===== src/logic/mips_isa_pkg.sv =====
`default_nettype none

package mips_isa_pkg;

  // One instruction word in R-format field order
  typedef struct packed {
    logic [5:0] opcode;
    logic [4:0] rs;
    logic [4:0] rt;
    logic [4:0] rd;
    logic [4:0] shamt;
    logic [5:0] funct;
  } instr_t;

  typedef logic [31:0] word_t;

  localparam word_t RESET_VECTOR = 32'hBFC0_0000;

  // Both memories hold 64 words, indexed by address bits 7..2
  localparam int MEM_ADDR_BITS = 6;

  localparam logic [4:0] REG_V0 = 5'd2;
  localparam logic [4:0] REG_RA = 5'd31;

  // Opcodes
  localparam logic [5:0] OP_RTYPE = 6'h00;
  localparam logic [5:0] OP_J     = 6'h02;
  localparam logic [5:0] OP_JAL   = 6'h03;
  localparam logic [5:0] OP_BEQ   = 6'h04;
  localparam logic [5:0] OP_BNE   = 6'h05;
  localparam logic [5:0] OP_ADDIU = 6'h09;
  localparam logic [5:0] OP_SLTI  = 6'h0A;
  localparam logic [5:0] OP_ANDI  = 6'h0C;
  localparam logic [5:0] OP_ORI   = 6'h0D;
  localparam logic [5:0] OP_XORI  = 6'h0E;
  localparam logic [5:0] OP_LUI   = 6'h0F;
  localparam logic [5:0] OP_LW    = 6'h23;
  localparam logic [5:0] OP_SW    = 6'h2B;

  // Function codes for OP_RTYPE
  localparam logic [5:0] FUNCT_SLL  = 6'h00;
  localparam logic [5:0] FUNCT_SRL  = 6'h02;
  localparam logic [5:0] FUNCT_JR   = 6'h08;
  localparam logic [5:0] FUNCT_ADDU = 6'h21;
  localparam logic [5:0] FUNCT_SUBU = 6'h23;
  localparam logic [5:0] FUNCT_AND  = 6'h24;
  localparam logic [5:0] FUNCT_OR   = 6'h25;
  localparam logic [5:0] FUNCT_XOR  = 6'h26;
  localparam logic [5:0] FUNCT_SLT  = 6'h2A;

  // I-format immediate overlays rd, shamt and funct
  function automatic logic [15:0] instr_imm(instr_t i);
    return {i.rd, i.shamt, i.funct};
  endfunction

  // J-format target covers everything below the opcode
  function automatic logic [25:0] instr_target(instr_t i);
    return {i.rs, i.rt, i.rd, i.shamt, i.funct};
  endfunction

endpackage

`default_nettype wire


===== src/logic/mips_word_ram.sv =====
`timescale 1ns/1ps
`default_nettype none

module mips_word_ram
  import mips_isa_pkg::*;
#(
  parameter type payload_t = word_t
)
(
  input  logic                     clk,
  input  logic                     write_en,
  input  logic [MEM_ADDR_BITS-1:0] write_index,
  input  logic [MEM_ADDR_BITS-1:0] read_index,
  input  payload_t                 write_data,
  output payload_t                 read_data
);

  // Contents survive reset so a loaded program stays in place
  payload_t mem [1 << MEM_ADDR_BITS];

  always_ff @(posedge clk)
  begin
    if (write_en)
    begin
      mem[write_index] <= write_data;
    end
  end

  assign read_data = mem[read_index];

endmodule

`default_nettype wire


===== config.mk =====
export PLATFORM = sky130hd
export DESIGN_NAME = mips_word_ram
export DESIGN_NICKNAME = d
export VERILOG_FILES = /design/src/logic/mips_isa_pkg.sv /design/src/logic/mips_word_ram.sv
export SDC_FILE = /design/constraint.sdc
export NUM_CORES = 2
export LEC_CHECK = 0
export BUFFER_PORTS_ARGS = -buffer_cell sky130_fd_sc_hd__buf_2
export CAP_MARGIN = 20
export CORE_MARGIN = 2
export CORE_UTILIZATION = 40
export DETAILED_ROUTE_END_ITERATION = 6
export MAX_ROUTING_LAYER = met4
export SETUP_SLACK_MARGIN = 0.3
export SYNTH_ARGS = -nofsm -noshare
export SYNTH_HDL_FRONTEND = slang
export SYNTH_SLANG_ARGS = --single-unit

===== constraint.sdc =====
create_clock -name clk -period 4.2 [get_ports clk]
set_input_delay 0 -clock clk [delete_from_list [all_inputs] [get_ports clk]]
set_output_delay 0 -clock clk [all_outputs]
set_load 0.02 [all_outputs]

After elaboration in Yosys (flattened, before gate mapping)
Memories as Yosys holds them, arrays and structs flattened.
Index checks and enable logic that the tools add are counted.
{"block": "totals", "ff_bits": 0, "n_memories": 1, "ramBits": 2048}
{"block": "op_classes", "mux": 2}
{"memory": "mem", "words": 64, "width": 32, "read_ports": 1, "rd_clocked_by_memory_dff": 0, "write_ports": 1, "line": "mips_word_ram.sv:19", "text": "payload_t mem [1 << MEM_ADDR_BITS];"}
{"op": "1-bit two-way mux", "count": 2}

Longest topological paths before layout
{"block": "logic_depth", "depth_word": 2, "depth_mapped": 10, "mapped_depth_nobuf": 5}

Worst setup path after synthesis
OpenSTA, ideal clock, no wires.
{"block": "synth_path", "path_kind": "input-to-reg", "start": "input port write_index[3]", "end": "memory mem[48][0] (netlist name) (enable)", "path_stages": 4, "path_buffers": 1, "arrival_ps": 2699, "slack_ps": 1040, "cell_sequence": "clkbuf_1 -> nor2b_1 -> nand4b_1 -> nor3_1"}
{"element": "from (decl)", "line": "mips_word_ram.sv:12", "text": "input logic [MEM_ADDR_BITS-1:0] write_index,"}
{"element": "to (decl)", "line": "mips_word_ram.sv:19"}
Straight into the memory's write port.

==> impl_results.md <==
- Result of the run: finished, final reports clean
- Instance area after placement: roughly 83000 µm²
- Final wirelength: about 200 mm
- # nets final: between 3000 and 4000
- Routed via count: around 37000
- Number of warnings issued by yosys: 0
- CP Data Arrival Time: around 3.3 ns
- Count leader, synth: sky130_fd_sc_hd__edfxtp_1
- Multi-input gate area in the final layout: approximately 16000 µm²
- Floorplan die width: ~450 µm
- Commonest register cell after synthesis: sky130_fd_sc_hd__edfxtp_1
- Gate Count Post-Synth: 3292
- Post-synth EDFFs: between 2000 and 2500
- Hold Vio Cnt, Final: 0
- # Max-Cap Violations: 0
- Number of fill cells: roughly 16000
- Highest ir drop seen on vdd: a little under 0.0004 V
- Effective utilization at floorplan: 0.404
- DR iter-0 viols: slightly below 5000
- Sink count of the clock tree: approximately 2000
- Most flops, register: mem
- Layout cells sized above 1: 0.309
- Async SR Flop Fraction: 0
- Proportion of netlist area held by the largest area contributor: 0.790
- First-pass GRT wire length: 286 mm
- IO Pins: just under 80
- HPWL Detailed: roughly 110 mm
- Final clock period utilization by the worst path: 0.796
- Biggest fanout along the worst timing path: 1
- Antenna violations before repair: 11
- Deepest clock path buffer count: 3
- Syn-to-layout area delta: 15.8%
- Largest area contributor in the synthesized netlist: sky130_fd_sc_hd__edfxtp_1
- Distinct cell type count of the synthesized netlist: 33
- Pin slew with the least headroom to its limit: approximately 1.1 ns
- Routability Congestion: between 0.7 and 0.8
- Clock period minus final worst setup slack: about 3.3 ns
- Proportion of synthesized chip area in sequential cells: 0.790
- Most frequent cells after synthesis: sky130_fd_sc_hd__edfxtp_1, sky130_fd_sc_hd__mux4_2, sky130_fd_sc_hd__nor2_1, sky130_fd_sc_hd__mux2i_1, sky130_fd_sc_hd__o22ai_1
- Synth Cell Area: between 70000 and 80000 µm²
- CTS tree: built
- Routed length per placed instance: 32.1 µm
- Max frequency: about 0.3 GHz
- Cts bufs inserted: between 200 and 250
- Setup TNS: 0 ns
- # rows: between 150 and 200
- Clock tree root buffer cell: sky130_fd_sc_hd__clkbuf_16
- Final instance area: 90200 µm²
- Required @ worst endpoint: between 4 and 5 ns
- Worst Path Class, Setup: reg2out
- Endpoints failing setup: 0
- Setup repair after global routing missed its margin: no
- Detailed Routing Iterations Pass 1: 5
- Number of flip-flops under the largest register name: between 2000 and 2500
- Post-synthesis average cell area: 23.7 µm²
- Nature of the critical path endpoint: primary output
- Count of nets left with antenna violations after detail routing: 0
- Max-slew violation count: 0
- Via/cell ratio: a little under 6
- Die span in y: ~450 µm
- Largest registers: mem (2048)
- Startpoint type of the worst setup path: register
- Gr usage total: 0.211
- Register Area: 61500 µm²
- DRC errors left: 0
- Worst slew margin relative to its limit: 0.252
- Via count of the first global-routing pass: between 30000 and 40000
- Clock-pin transition on the worst setup and hold timing paths: 0.06 ns
- Area contributors post-synth: sky130_fd_sc_hd__edfxtp_1, sky130_fd_sc_hd__mux4_2, sky130_fd_sc_hd__mux2i_1
- Total power per unit cell area: approximately 470 nW/µm²
- Yosys reg bits: about 2000
- Full die area: around 200000 µm²
- Syn nets: between 3000 and 4000
- Leakage dissipation: 28.0 nW
- Count of port buffers added during placement: just under 80
- H-tree depth: 4
- Placeable Area: slightly below 200000 µm²
- Worst hold path type: in2reg
- Global route total overflow: 0
- Maximum number of pins on one net before global-route repair: 86
-- critical path: stages (launching register included) --
cell,delay [ns]
sky130_fd_sc_hd__edfxtp_1,0.36
sky130_fd_sc_hd__mux4_2,0.46
sky130_fd_sc_hd__mux2i_1,0.36
sky130_fd_sc_hd__nand3b_1,0.20
sky130_fd_sc_hd__a31oi_1,0.63
sky130_fd_sc_hd__nor2_1,0.26
sky130_fd_sc_hd__buf_2,0.23
-- stage by stage --
step	setup WS [ns]	hold slack (ns)	cells	total power, W	utilization
2_1_floorplan	1.04	0.0989	3292	0.0243	-
3_3_place_gp	0.925	0.600	5882	0.0252	0.429
3_5_place_dp	0.966	0.605	5882	0.0253	0.429
4_1_cts	0.804	0.0448	6302	0.0428	0.465
5_1_grt	0.823	0.0234	6331	0.0437	0.467
6_report	0.856	0.0506	6333	0.0425	0.467
-- where the power goes --
part / total (W) / internal, W / switching [W]
Combinational: 0.00222 / 0.000852 / 0.00137
Sequential: 0.0227 / 0.0226 / 0.0000288
Clock: 0.0176 / 0.00985 / 0.00779
-- timing repair --
item	in CTS	in global routing
setup endpoints to repair	0	0
hold buffers	39	2
endpoints found under the hold margin	1863	6
resized for setup	0	0
setup buffers	0	0
-- routing by layer --
layer | part of all wire | GRT usage | vias up
li1 | - | - | 14900
met1 | 0.42 | 0.297 | 20400
met2 | 0.48 | 0.327 | 1608
met3 | 0.074 | 0.0309 | 262
met4 | 0.021 | 0.0517 | 0
met5 | 0 | - | -
-- placed cells by master (no fill, tap or decap), drive strengths merged --
master       netlist  routed
clkinvlp           0       4
and2               2       2
o221ai            27      27
a311oi             8       8
nand2             26      26
a21oi             62      62
a41o               4       4
nand4b             1       1
clkinv             0     119
a31oi              1       1
o32ai              4       4
or3b               5       5
edfxtp          2048    2048
nor2b             15      15
a22oi             12      12
nand4              2       2
nand3              5       5
or2                3       3
mux4             544     544
o22ai             84      84
diode              0       5
buf              108     270
mux2i             93      93
nor3               7       7
clkbuf            74     236
or3                3       3
inv                0       8
nand2b             8       8
bufinv             0      14
dlygate4sd3        0      41
and3               4       4
nand3b             5       5
nor2             137     137
-- worst paths after layout --
kind	slack [ns]	from	cells after the start	endpoint
setup / recovery	0.86	mem[54][18]	6	read_data[18]
hold / removal	0.05	write_data[14]	2	mem[47][14]
-- logic make-up (layout without fill, tap and decap cells) --
family | Yosys count | after routing | share of synthesized area
other | 0 | 5 | 0
multiplexers | 637 | 637 | 0.169
flip-flops | 2048 | 2048 | 0.790
AO/OA/AOI/OAI | 202 | 202 | 0.0169
buffers and inverters | 182 | 692 | 0.0114
AND/OR/NAND/NOR | 223 | 223 | 0.0128
-- area by class of cell --
type                       count  share of cell area
sequential                  2048               0.682
multi-input combinational   1062               0.177
clock buffer                 236              0.0582
tap                         2526              0.0350
timing repair buffer         311              0.0341
clock inverter               145              0.0137
antenna                        5            0.000139
(Power assumes the default switching activity.)
