===== src/logic/mips_isa_pkg.sv =====
`default_nettype none

package mips_isa_pkg;

  // One instruction word in R-format field order
  typedef struct packed {
    logic [5:0] opcode;
    logic [4:0] rs;
    logic [4:0] rt;
    logic [4:0] rd;
    logic [4:0] shamt;
    logic [5:0] funct;
  } instr_t;

  typedef logic [31:0] word_t;

  localparam word_t RESET_VECTOR = 32'hBFC0_0000;

  // Both memories hold 64 words, indexed by address bits 7..2
  localparam int MEM_ADDR_BITS = 6;

  localparam logic [4:0] REG_V0 = 5'd2;
  localparam logic [4:0] REG_RA = 5'd31;

  // Opcodes
  localparam logic [5:0] OP_RTYPE = 6'h00;
  localparam logic [5:0] OP_J     = 6'h02;
  localparam logic [5:0] OP_JAL   = 6'h03;
  localparam logic [5:0] OP_BEQ   = 6'h04;
  localparam logic [5:0] OP_BNE   = 6'h05;
  localparam logic [5:0] OP_ADDIU = 6'h09;
  localparam logic [5:0] OP_SLTI  = 6'h0A;
  localparam logic [5:0] OP_ANDI  = 6'h0C;
  localparam logic [5:0] OP_ORI   = 6'h0D;
  localparam logic [5:0] OP_XORI  = 6'h0E;
  localparam logic [5:0] OP_LUI   = 6'h0F;
  localparam logic [5:0] OP_LW    = 6'h23;
  localparam logic [5:0] OP_SW    = 6'h2B;

  // Function codes for OP_RTYPE
  localparam logic [5:0] FUNCT_SLL  = 6'h00;
  localparam logic [5:0] FUNCT_SRL  = 6'h02;
  localparam logic [5:0] FUNCT_JR   = 6'h08;
  localparam logic [5:0] FUNCT_ADDU = 6'h21;
  localparam logic [5:0] FUNCT_SUBU = 6'h23;
  localparam logic [5:0] FUNCT_AND  = 6'h24;
  localparam logic [5:0] FUNCT_OR   = 6'h25;
  localparam logic [5:0] FUNCT_XOR  = 6'h26;
  localparam logic [5:0] FUNCT_SLT  = 6'h2A;

  // I-format immediate overlays rd, shamt and funct
  function automatic logic [15:0] instr_imm(instr_t i);
    return {i.rd, i.shamt, i.funct};
  endfunction

  // J-format target covers everything below the opcode
  function automatic logic [25:0] instr_target(instr_t i);
    return {i.rs, i.rt, i.rd, i.shamt, i.funct};
  endfunction

endpackage

`default_nettype wire


===== src/logic/mips_ctrl_pkg.sv =====
`default_nettype none

package mips_ctrl_pkg;

  typedef enum logic [3:0] {
    ALU_ADD,
    ALU_SUB,
    ALU_AND,
    ALU_OR,
    ALU_XOR,
    ALU_SLT,
    ALU_SLL,
    ALU_SRL,
    ALU_LUI
  } alu_op_e;

  // Source of register write data
  typedef enum logic [1:0] {
    WB_ALU,
    WB_MEM,
    WB_LINK
  } wb_sel_e;

  // Destination register field
  typedef enum logic [1:0] {
    DST_RT,
    DST_RD,
    DST_RA
  } dst_sel_e;

  typedef struct packed {
    logic     reg_write;
    dst_sel_e dst_sel;
    alu_op_e  alu_op;
    logic     alu_src_imm;
    logic     imm_zero_ext;
    logic     mem_read;
    logic     mem_write;
    wb_sel_e  wb_sel;
    logic     branch_eq;
    logic     branch_ne;
    logic     jump;
    logic     jump_reg;
  } ctrl_t;

endpackage

`default_nettype wire


===== src/logic/mips_regfile.sv =====
`timescale 1ns/1ps
`default_nettype none

module mips_regfile
  import mips_isa_pkg::*;
(
  input  logic       clk,
  input  logic       reset,
  input  logic       write_en,
  input  logic [4:0] read_reg1,
  input  logic [4:0] read_reg2,
  input  logic [4:0] write_reg,
  input  word_t      write_data,
  output word_t      read_data1,
  output word_t      read_data2,
  output word_t      register_v0
);

  word_t regs [32];

  always_ff @(posedge clk)
  begin
    if (reset)
    begin
      for (int i = 0; i < 32; i++)
      begin
        regs[i] <= '0;
      end
    end
    else if (write_en && (write_reg != 5'd0))
    begin
      regs[write_reg] <= write_data;
    end
  end

  // $zero is never written, so it reads back as 0
  assign read_data1  = regs[read_reg1];
  assign read_data2  = regs[read_reg2];
  assign register_v0 = regs[REG_V0];

endmodule

`default_nettype wire


===== src/logic/mips_alu.sv =====
`timescale 1ns/1ps
`default_nettype none

module mips_alu
  import mips_isa_pkg::*, mips_ctrl_pkg::*;
(
  input  alu_op_e    op,
  input  word_t      a,
  input  word_t      b,
  input  logic [4:0] shamt,
  input  logic       branch_eq,
  input  logic       branch_ne,
  output word_t      result,
  output logic       take_branch
);

  logic operands_equal;

  always_comb
  begin
    case (op)
      ALU_ADD: result = a + b;
      ALU_SUB: result = a - b;
      ALU_AND: result = a & b;
      ALU_OR:  result = a | b;
      ALU_XOR: result = a ^ b;
      // Signed compare, result is 0 or 1
      ALU_SLT: result = {31'd0, $signed(a) < $signed(b)};
      // Shifts act on rt, which arrives on b
      ALU_SLL: result = b << shamt;
      ALU_SRL: result = b >> shamt;
      ALU_LUI: result = {b[15:0], 16'h0000};
      default: result = '0;
    endcase
  end

  // Branches compare rs against rt
  assign operands_equal = (a == b);
  assign take_branch    = (branch_eq && operands_equal) || (branch_ne && !operands_equal);

endmodule

`default_nettype wire


===== src/logic/mips_control.sv =====
`timescale 1ns/1ps
`default_nettype none

module mips_control
  import mips_isa_pkg::*, mips_ctrl_pkg::*;
(
  input  instr_t instr,
  output ctrl_t  ctrl
);

  always_comb
  begin
    // Anything not decoded below stays a NOP
    ctrl = '0;
    case (instr.opcode)
      OP_RTYPE:
      begin
        ctrl.reg_write = 1'b1;
        ctrl.dst_sel   = DST_RD;
        ctrl.wb_sel    = WB_ALU;
        case (instr.funct)
          FUNCT_ADDU: ctrl.alu_op = ALU_ADD;
          FUNCT_SUBU: ctrl.alu_op = ALU_SUB;
          FUNCT_AND:  ctrl.alu_op = ALU_AND;
          FUNCT_OR:   ctrl.alu_op = ALU_OR;
          FUNCT_XOR:  ctrl.alu_op = ALU_XOR;
          FUNCT_SLT:  ctrl.alu_op = ALU_SLT;
          FUNCT_SLL:  ctrl.alu_op = ALU_SLL;
          FUNCT_SRL:  ctrl.alu_op = ALU_SRL;
          FUNCT_JR:
          begin
            ctrl.reg_write = 1'b0;
            ctrl.jump_reg  = 1'b1;
          end
          default:    ctrl.reg_write = 1'b0;
        endcase
      end
      OP_ADDIU, OP_SLTI, OP_ANDI, OP_ORI, OP_XORI, OP_LUI:
      begin
        ctrl.reg_write   = 1'b1;
        ctrl.dst_sel     = DST_RT;
        ctrl.alu_src_imm = 1'b1;
        ctrl.wb_sel      = WB_ALU;
        // Logical immediates are zero extended
        ctrl.imm_zero_ext = (instr.opcode == OP_ANDI) || (instr.opcode == OP_ORI) ||
                            (instr.opcode == OP_XORI);
        case (instr.opcode)
          OP_SLTI: ctrl.alu_op = ALU_SLT;
          OP_ANDI: ctrl.alu_op = ALU_AND;
          OP_ORI:  ctrl.alu_op = ALU_OR;
          OP_XORI: ctrl.alu_op = ALU_XOR;
          OP_LUI:  ctrl.alu_op = ALU_LUI;
          default: ctrl.alu_op = ALU_ADD;
        endcase
      end
      OP_LW:
      begin
        ctrl.reg_write   = 1'b1;
        ctrl.dst_sel     = DST_RT;
        ctrl.alu_op      = ALU_ADD;
        ctrl.alu_src_imm = 1'b1;
        ctrl.mem_read    = 1'b1;
        ctrl.wb_sel      = WB_MEM;
      end
      OP_SW:
      begin
        ctrl.alu_op      = ALU_ADD;
        ctrl.alu_src_imm = 1'b1;
        ctrl.mem_write   = 1'b1;
      end
      OP_BEQ: ctrl.branch_eq = 1'b1;
      OP_BNE: ctrl.branch_ne = 1'b1;
      OP_J:   ctrl.jump = 1'b1;
      OP_JAL:
      begin
        ctrl.jump      = 1'b1;
        ctrl.reg_write = 1'b1;
        ctrl.dst_sel   = DST_RA;
        ctrl.wb_sel    = WB_LINK;
      end
      default: ctrl = '0;
    endcase
  end

endmodule

`default_nettype wire


===== src/logic/mips_cpu_harvard.sv =====
`timescale 1ns/1ps
`default_nettype none

module mips_cpu_harvard
  import mips_isa_pkg::*, mips_ctrl_pkg::*;
(
  input  logic   clk,
  input  logic   reset,
  input  logic   clk_enable,
  output logic   active,
  output word_t  register_v0,
  output word_t  instr_address,
  input  instr_t instr_readdata,
  output word_t  data_address,
  output word_t  data_writedata,
  output logic   data_write,
  output logic   data_read,
  input  word_t  data_readdata
);

  ctrl_t       ctrl;
  word_t       pc;
  word_t       pc_plus4;
  word_t       pc_plus8;
  word_t       next_pc;
  word_t       pending_target;
  logic        pending_valid;
  logic        advance;
  logic [15:0] imm;
  word_t       imm_ext;
  word_t       imm_sext;
  word_t       branch_target;
  word_t       jump_target;
  word_t       redirect_target;
  logic        redirect;
  logic        take_branch;
  word_t       rs_data;
  word_t       rt_data;
  word_t       alu_b;
  word_t       alu_result;
  logic [4:0]  write_reg;
  word_t       write_data;

  // One instruction retires per enabled edge while running out of reset
  assign advance = clk_enable && active && !reset;

  mips_control control_i (
    .instr (instr_readdata),
    .ctrl  (ctrl)
  );

  mips_regfile regfile_i (
    .clk         (clk),
    .reset       (reset),
    .write_en    (ctrl.reg_write && advance),
    .read_reg1   (instr_readdata.rs),
    .read_reg2   (instr_readdata.rt),
    .write_reg   (write_reg),
    .write_data  (write_data),
    .read_data1  (rs_data),
    .read_data2  (rt_data),
    .register_v0 (register_v0)
  );

  // Immediate extension
  assign imm      = instr_imm(instr_readdata);
  assign imm_sext = {{16{imm[15]}}, imm};
  assign imm_ext  = ctrl.imm_zero_ext ? {16'h0000, imm} : imm_sext;
  assign alu_b    = ctrl.alu_src_imm ? imm_ext : rt_data;

  mips_alu alu_i (
    .op          (ctrl.alu_op),
    .a           (rs_data),
    .b           (alu_b),
    .shamt       (instr_readdata.shamt),
    .branch_eq   (ctrl.branch_eq),
    .branch_ne   (ctrl.branch_ne),
    .result      (alu_result),
    .take_branch (take_branch)
  );

  assign pc_plus4 = pc + 32'd4;
  assign pc_plus8 = pc + 32'd8;

  // Control transfer targets
  assign branch_target = pc_plus4 + {imm_sext[29:0], 2'b00};
  assign jump_target   = {pc_plus4[31:28], instr_target(instr_readdata), 2'b00};
  assign redirect      = take_branch || ctrl.jump || ctrl.jump_reg;

  always_comb
  begin
    if (ctrl.jump_reg)
      redirect_target = rs_data;
    else if (ctrl.jump)
      redirect_target = jump_target;
    else
      redirect_target = branch_target;
  end

  // Delay slot runs first, the held target follows
  assign next_pc = pending_valid ? pending_target : pc_plus4;

  always_ff @(posedge clk)
  begin
    if (reset)
    begin
      pc             <= RESET_VECTOR;
      pending_valid  <= 1'b0;
      pending_target <= '0;
      active         <= 1'b1;
    end
    else if (advance)
    begin
      pc             <= next_pc;
      pending_valid  <= redirect;
      pending_target <= redirect_target;
      // Jump to 0 halts
      if (next_pc == '0)
        active <= 1'b0;
    end
  end

  // Writeback register and data
  always_comb
  begin
    case (ctrl.dst_sel)
      DST_RD:  write_reg = instr_readdata.rd;
      DST_RA:  write_reg = REG_RA;
      default: write_reg = instr_readdata.rt;
    endcase
  end

  always_comb
  begin
    case (ctrl.wb_sel)
      WB_MEM:  write_data = data_readdata;
      WB_LINK: write_data = pc_plus8;
      default: write_data = alu_result;
    endcase
  end

  assign instr_address  = pc;
  assign data_address   = alu_result;
  assign data_writedata = rt_data;
  assign data_write     = ctrl.mem_write && advance;
  assign data_read      = ctrl.mem_read && active;

endmodule

`default_nettype wire


===== config.mk =====
export PLATFORM = sky130hd
export DESIGN_NAME = mips_cpu_harvard
export DESIGN_NICKNAME = d
export VERILOG_FILES = /design/src/logic/mips_isa_pkg.sv /design/src/logic/mips_ctrl_pkg.sv /design/src/logic/mips_regfile.sv /design/src/logic/mips_alu.sv /design/src/logic/mips_control.sv /design/src/logic/mips_cpu_harvard.sv
export SDC_FILE = /design/constraint.sdc
export NUM_CORES = 2
export LEC_CHECK = 0
export BUFFER_PORTS_ARGS = -buffer_cell sky130_fd_sc_hd__buf_2
export CORE_ASPECT_RATIO = 0.5
export CORE_MARGIN = 1.5
export CORE_UTILIZATION = 40
export CTS_CLUSTER_DIAMETER = 60
export DETAILED_ROUTE_END_ITERATION = 7
export PLACE_DENSITY = 0.59
export SETUP_SLACK_MARGIN = 0.1
export SYNTH_ARGS = -nofsm -noshare
export SYNTH_HDL_FRONTEND = slang
export SYNTH_SLANG_ARGS = --single-unit

===== constraint.sdc =====
create_clock -name clk -period 11.64 [get_ports clk]
set_input_delay 2.328 -clock clk [delete_from_list [all_inputs] [get_ports clk]]
set_output_delay 2.328 -clock clk [all_outputs]
set_load 0.005 [all_outputs]

; Word-level counts from Yosys, hierarchy flattened
; Memory sizes are Yosys's and may differ from the RTL's.
; Index checks and enable logic that the tools add are counted.
[word_totals]
regBits = 66
latchBits = 0
ramBits = 1024
mem_bits_ro = 0
inputBits = 67
out_inout_bits = 131
elab_cells = 107
n_memories = 1
[memory_table]
columns = memory, depth, word_bits, read_ports, rd_ports_with_merged_regs, write_ports, line_no
row1 = regfile_i.regs, 32, 32, 3, 0, 32, mips_regfile.sv:19  ; word_t regs [32];
[op_classes]
add_sub_neg = 5
n_mul = 0
n_div = 0
magnitude_cmp = 1
n_eq_ne = 33
shift = 2
mux = 31
bitwise_logic = 3
reduce_logical = 27
[op_table]
columns = op, n
row1 = $pmux W32 S9, 1
row2 = $mux W32, 6
row3 = $add A32 B32 Y32, 2
row4 = $pmux W32 S2, 1
row5 = $eq A6 B6 Y1 const B, 8
row6 = $eq A6 B4 Y1 const B, 7
row7 = $add A32 B3 Y32 const B, 1
row8 = $add A32 B4 Y32 const B, 1
row9 = $and A32 B32 Y32, 1
row10 = $eq A32 B32 Y1, 1
row11 = $logic_not A32 Y1, 1
row12 = $lt A32 B32 Y1, 1
row13 = $or A32 B32 Y32, 1
row14 = $reduce_or A32 Y1, 1
row15 = $shl A32 B5 Y32, 1
row16 = $shr A32 B5 Y32, 1
row17 = $sub A32 B32 Y32, 1
row18 = $xor A32 B32 Y32, 1
row19 = $pmux W3 S7, 1
row20 = $pmux W4 S5, 1
row21 = $eq A6 B2 Y1 const B, 3
row22 = $eq A4 B3 Y1 const B, 4
row23 = $mux W1, 16
row24 = $reduce_or A8 Y1, 2
row25 = other kinds (21), 38

; Depth between registers and ports, before layout
[logic_depth]
depth_word = 13
depth_mapped = 26
depth_no_buf = 20

; Hierarchy
; A second synthesis with hierarchy kept.
[hier_totals]
hier_cells = 6847
area_unflattened_um2 = 71534.9
[by_module_without_submodules]
columns = mod, n_inst, cells_per_inst, area_per_inst_um2
row1 = mips_regfile, 1, 4605, 56132.6
row2 = mips_alu, 1, 1220, 8140.3
row3 = mips_cpu_harvard, 1, 955, 6861.6
row4 = mips_control, 1, 67, 400.4

; Worst setup path after synthesis
; Ideal clock, no wire load.
[synth_path]
path_type = input-to-output
from = in instr_readdata[21] in the netlist's numbering
to = out data_address[29]
arrival_time_ps = 7768
t_required_ps = 9312
path_slack_ps = 1544
stages = 18
n_path_buf = 4
path_cell_list = clkbuf_1 > buf_1 > buf_1 > mux4_2 > mux4_2 > mux2_2 > ha_1 > clkbuf_1 > nand2b_1 > a221oi_1 > a311oi_1 > o2111ai_1 > a211oi_1 > a311oi_1 > mux2i_1 > o31ai_1 > o21ai_0 > or3b_2
[synth_via]
elab_chain_len = 3
elab_cells_between_ends = 7
[synth_rtl]
columns = element, line_no
row1 = start: declaration, mips_cpu_harvard.sv:13  ; input instr_t instr_readdata,
row2 = $mem_v2 Z32 W32 *, n/a
row3 = $sub A32 B32 Y32 (tied with other cells), mips_alu.sv:23  ; ALU_SUB: result = a - b;
row4 = $pmux W32 S9 *, mips_alu.sv:21  ; case (op)
row5 = end: declaration, mips_cpu_harvard.sv:14  ; output word_t data_address,
; Every way passes the cells marked *; elsewhere a longest branch is shown, timed or not.

; Worst setup path after layout
[layout_path]
from = in instr_readdata[16] in the netlist's numbering
to = out data_address[31]
[layout_via]
elab_chain_len = 4
elab_cells_between_ends = 10
[layout_rtl]
columns = element, line_no
row1 = $mem_v2 Z32 W32 *, n/a
row2 = $mux W32 *, mips_cpu_harvard.sv:69  ; assign alu_b = ctrl.alu_src_imm ? imm_ext : rt_data;
row3 = $sub A32 B32 Y32 (tied with other cells), mips_alu.sv:23
row4 = $pmux W32 S9 *, mips_alu.sv:21
; Marks and branches as above.

==> impl_metrics.json <==
{
  "synth_edf_count": 1024,
  "final_common_cell": "nor2_1",
  "cts_made_buffers": 107,
  "multi_input_area_mm2": 0.03568,
  "crit_arrival_ns": 9.16,
  "rsz0062_at_grt": "false",
  "die-height_um": 300.4,
  "gr-total-overflow": 0,
  "ios": 198,
  "area_delta_synth_final_pct": 11.08,
  "async_reset_ff_frac": 0,
  "final_cell_mix": "nor2_1, edfxtp_1, mux2i_1, mux4_2, buf_4",
  "numPortBuffers": 197,
  "power_frac_comb": 0.335,
  "seqPwrFrac": 0.377,
  "drtIter0Drc": 10705,
  "p_int_uw": 7381,
  "cp_max_fo": 13,
  "postSynthCellCount": 6280,
  "relSlewSlack": 0.01223,
  "seqCellArea_mm2": 0.03207,
  "final_cell_area_mm2": 0.07859,
  "worst_r2r_path_depth": 19,
  "place_congestion": 1.074,
  "n_fill_cell": 16269,
  "period_minus_slack_ns": 11.49,
  "drive_gt1_frac": 0.2199,
  "ant_nets": 0,
  "yosysSeqAreaShare": 0.4533,
  "start_kind": "input pin",
  "synthFlopType": "edfxtp_1",
  "drc": 0,
  "placed_area_mm2": 0.07524,
  "hpwl_mm": 239.9,
  "status": "finished, final reports clean",
  "hold_class": "flip-flop to flip-flop",
  "die_w_um": 597.8,
  "rows": 108,
  "nNetsFinal": 6600,
  "setup_tns_ns": 0,
  "end_kind": "primary output",
  "p_clk_frac": 0.288,
  "cts_hold_buf": 0,
  "cts_tree": "yes",
  "ir_drop_mv": 0.1558,
  "syn_area_per_cell_um2": 11.27,
  "grt_max_degree": 64,
  "cp.required_ns": 9.31,
  "tightest_slew_ns": 1.475,
  "viasPerCell": 6.827,
  "grt_use_total": 0.3807,
  "sw_frac_of_total": 0.3833,
  "root_buffer": "clkbuf_16",
  "drv_slew": 0,
  "insertion_delay_ns": 0.79,
  "p_leak_uw": 0.02933,
  "initial_core_util": 0.4052,
  "fmax_mhz": 87.06,
  "hold_viol": 0,
  "drtPass1Iterations": 8,
  "path_clk_slew_ns": 0.05,
  "crit_type": "input pin to primary output",
  "core_area_mm2": 0.1746,
  "yosys_warnings": 0,
  "post_drt_wl_per_cell_um": 39.60,
  "min_period_over_period": 0.9867,
  "cts_sinks": 1090,
  "ys_types": 110,
  "wirelength_mm": 350.5,
  "whs_path_depth": 2,
  "antenna_found_initial": 15,
  "grt_pass1_vias": 55865,
  "finClkSkew_ns": 0.07761,
  "power_density_mw_per_mm2": 152.3,
  "clockBufferDepth": 3,
  "design.die.area_mm2": 0.1796,
  "synthesis.area_mm2": 0.07075,
  "cts_max_level": 3,
  "cap_viol_max_count": 0,
  "ys_ff_latch": 1090,
  "power.switching_uw": 4588,
  "vias": 60436,
  "finalSetupViolCount": 0,
  "grt_first_pass_wirelength_mm": 472.0
}
[final cells by class]
class,instances,share of cell area
Antenna cell,8,0.0002547
Clock buffer,140,0.03617
Clock inverter,50,0.006050
Inverter,129,0.006177
Multi-Input combinational cell,4511,0.4540
Sequential cell,1090,0.4081
Tap cell,2365,0.03765
Timing Repair Buffer,559,0.05163
[routing by layer]
layer | track usage | wire length, um | vias up
met5 | 0 | 167 | -
met2 | 0.5380 | 143300 | 4723
li1 | - | - | 24134
met1 | 0.5197 | 135600 | 30671
met4 | 0.2041 | 22460 | 26
met3 | 0.1213 | 49000 | 882
[power by group through the flow]
stage                     clock (uW)  combinational (uW)  sequential [uW]
final                           3450                4010             4520
after global routing            3600                4070             4530
after CTS                       3450                3830             4510
after detailed placement           0                3820             4590
after global placement             0                3860             4590
after floorplan                    0                2210             4560
[Yosys cell counts, drive strengths merged, types with 33 or more instances]
master  instances  area [um^2]
nor2         1209         5026
edfxtp       1024        30750
mux2i         581         5827
mux4          346         7792
a21oi         335         1688
nand2         335         1265
clkbuf        295         1107
buf           287         2092
a22oi         285         2150
ha            132         1652
inv           128        480.5
nor3          126        630.6
o21ai         124        646.9
nand3          84        425.4
dfxtp          66         1321
a221oi         63        589.3
xnor2          62        543.0
o211ai         61        457.9
nor4           58        703.2
a211oi         44        340.3
a221o          41        410.4
o22ai          37        231.5
mux2           35        394.1
a21o           33        247.7
[final timing paths]
kind                        start                     to  slack (ns)
max            instr_readdata[16]       data_address[31]        0.15
min             pending_target[7]      pending_target[7]        0.46
max reg2reg  regfile_i.regs[2][7]  regfile_i.regs[2][31]        4.76
min reg2reg     pending_target[7]      pending_target[7]        0.46
[state kept, by name, indices dropped and copies added, names as in the netlist]
signal          count
regfile_i.regs   1024
instr_address      32
pending_target     32
active              1
pending_valid       1
[logic make-up (layout without fill, tap and decap cells)]
kind of cell	after synthesis	count (layout)	share of synthesized area
and+or+nand+nor	2004	2005	0.1322
other	1	40	0.00005300
buffers and inverters	711	878	0.05206
adders and majority gates	135	135	0.02419
xor gates and xnor gates	92	92	0.01139
DFF	1090	1090	0.4533
muxes	962	962	0.1981
AOI/OAI and AO/OA	1285	1285	0.1287
[through the flow]
step | hold WS [ns] | util | cells | setup WS [ns] | power [uW]
after CTS | 0.4642 | 0.4499 | 8843 | 0.2673 | 11790
after global routing | 0.4993 | 0.4500 | 8845 | 0.1925 | 12200
after detailed placement | 0.4557 | 0.4309 | 8653 | 0.2942 | 8414
after floorplan | 0.4153 | - | 6311 | 1.544 | 6765
after global placement | 0.4496 | 0.4309 | 8653 | 0.3409 | 8445
final | 0.4625 | 0.4501 | 8852 | 0.1543 | 11970
[what timing repair did]
action / 4_1_cts / 5_1_grt
buffers inserted: 0 / 0
resized for setup: 0 / 1
endpoints found under the setup margin: 0 / 3
[critical path, stage by stage]
cell	delay, ns
buf_2	0.29
nor2b_2	1.22
a22oi_1	0.27
a21oi_1	0.28
nor4_2	0.08
buf_4	0.19
mux2i_1	0.27
buf_4	0.23
inv_1	0.07
ha_1	0.21
nor2b_1	0.16
o21ai_0	0.43
a311oi_1	0.18
buf_4	0.18
o2111ai_1	0.25
a211oi_1	0.14
buf_4	0.19
a311oi_1	0.69
mux2i_1	0.18
a311oi_1	0.40
buf_4	0.20
nand3_1	0.30
buf_4	0.26
buf_2	0.12
(Power assumes the default switching activity.)
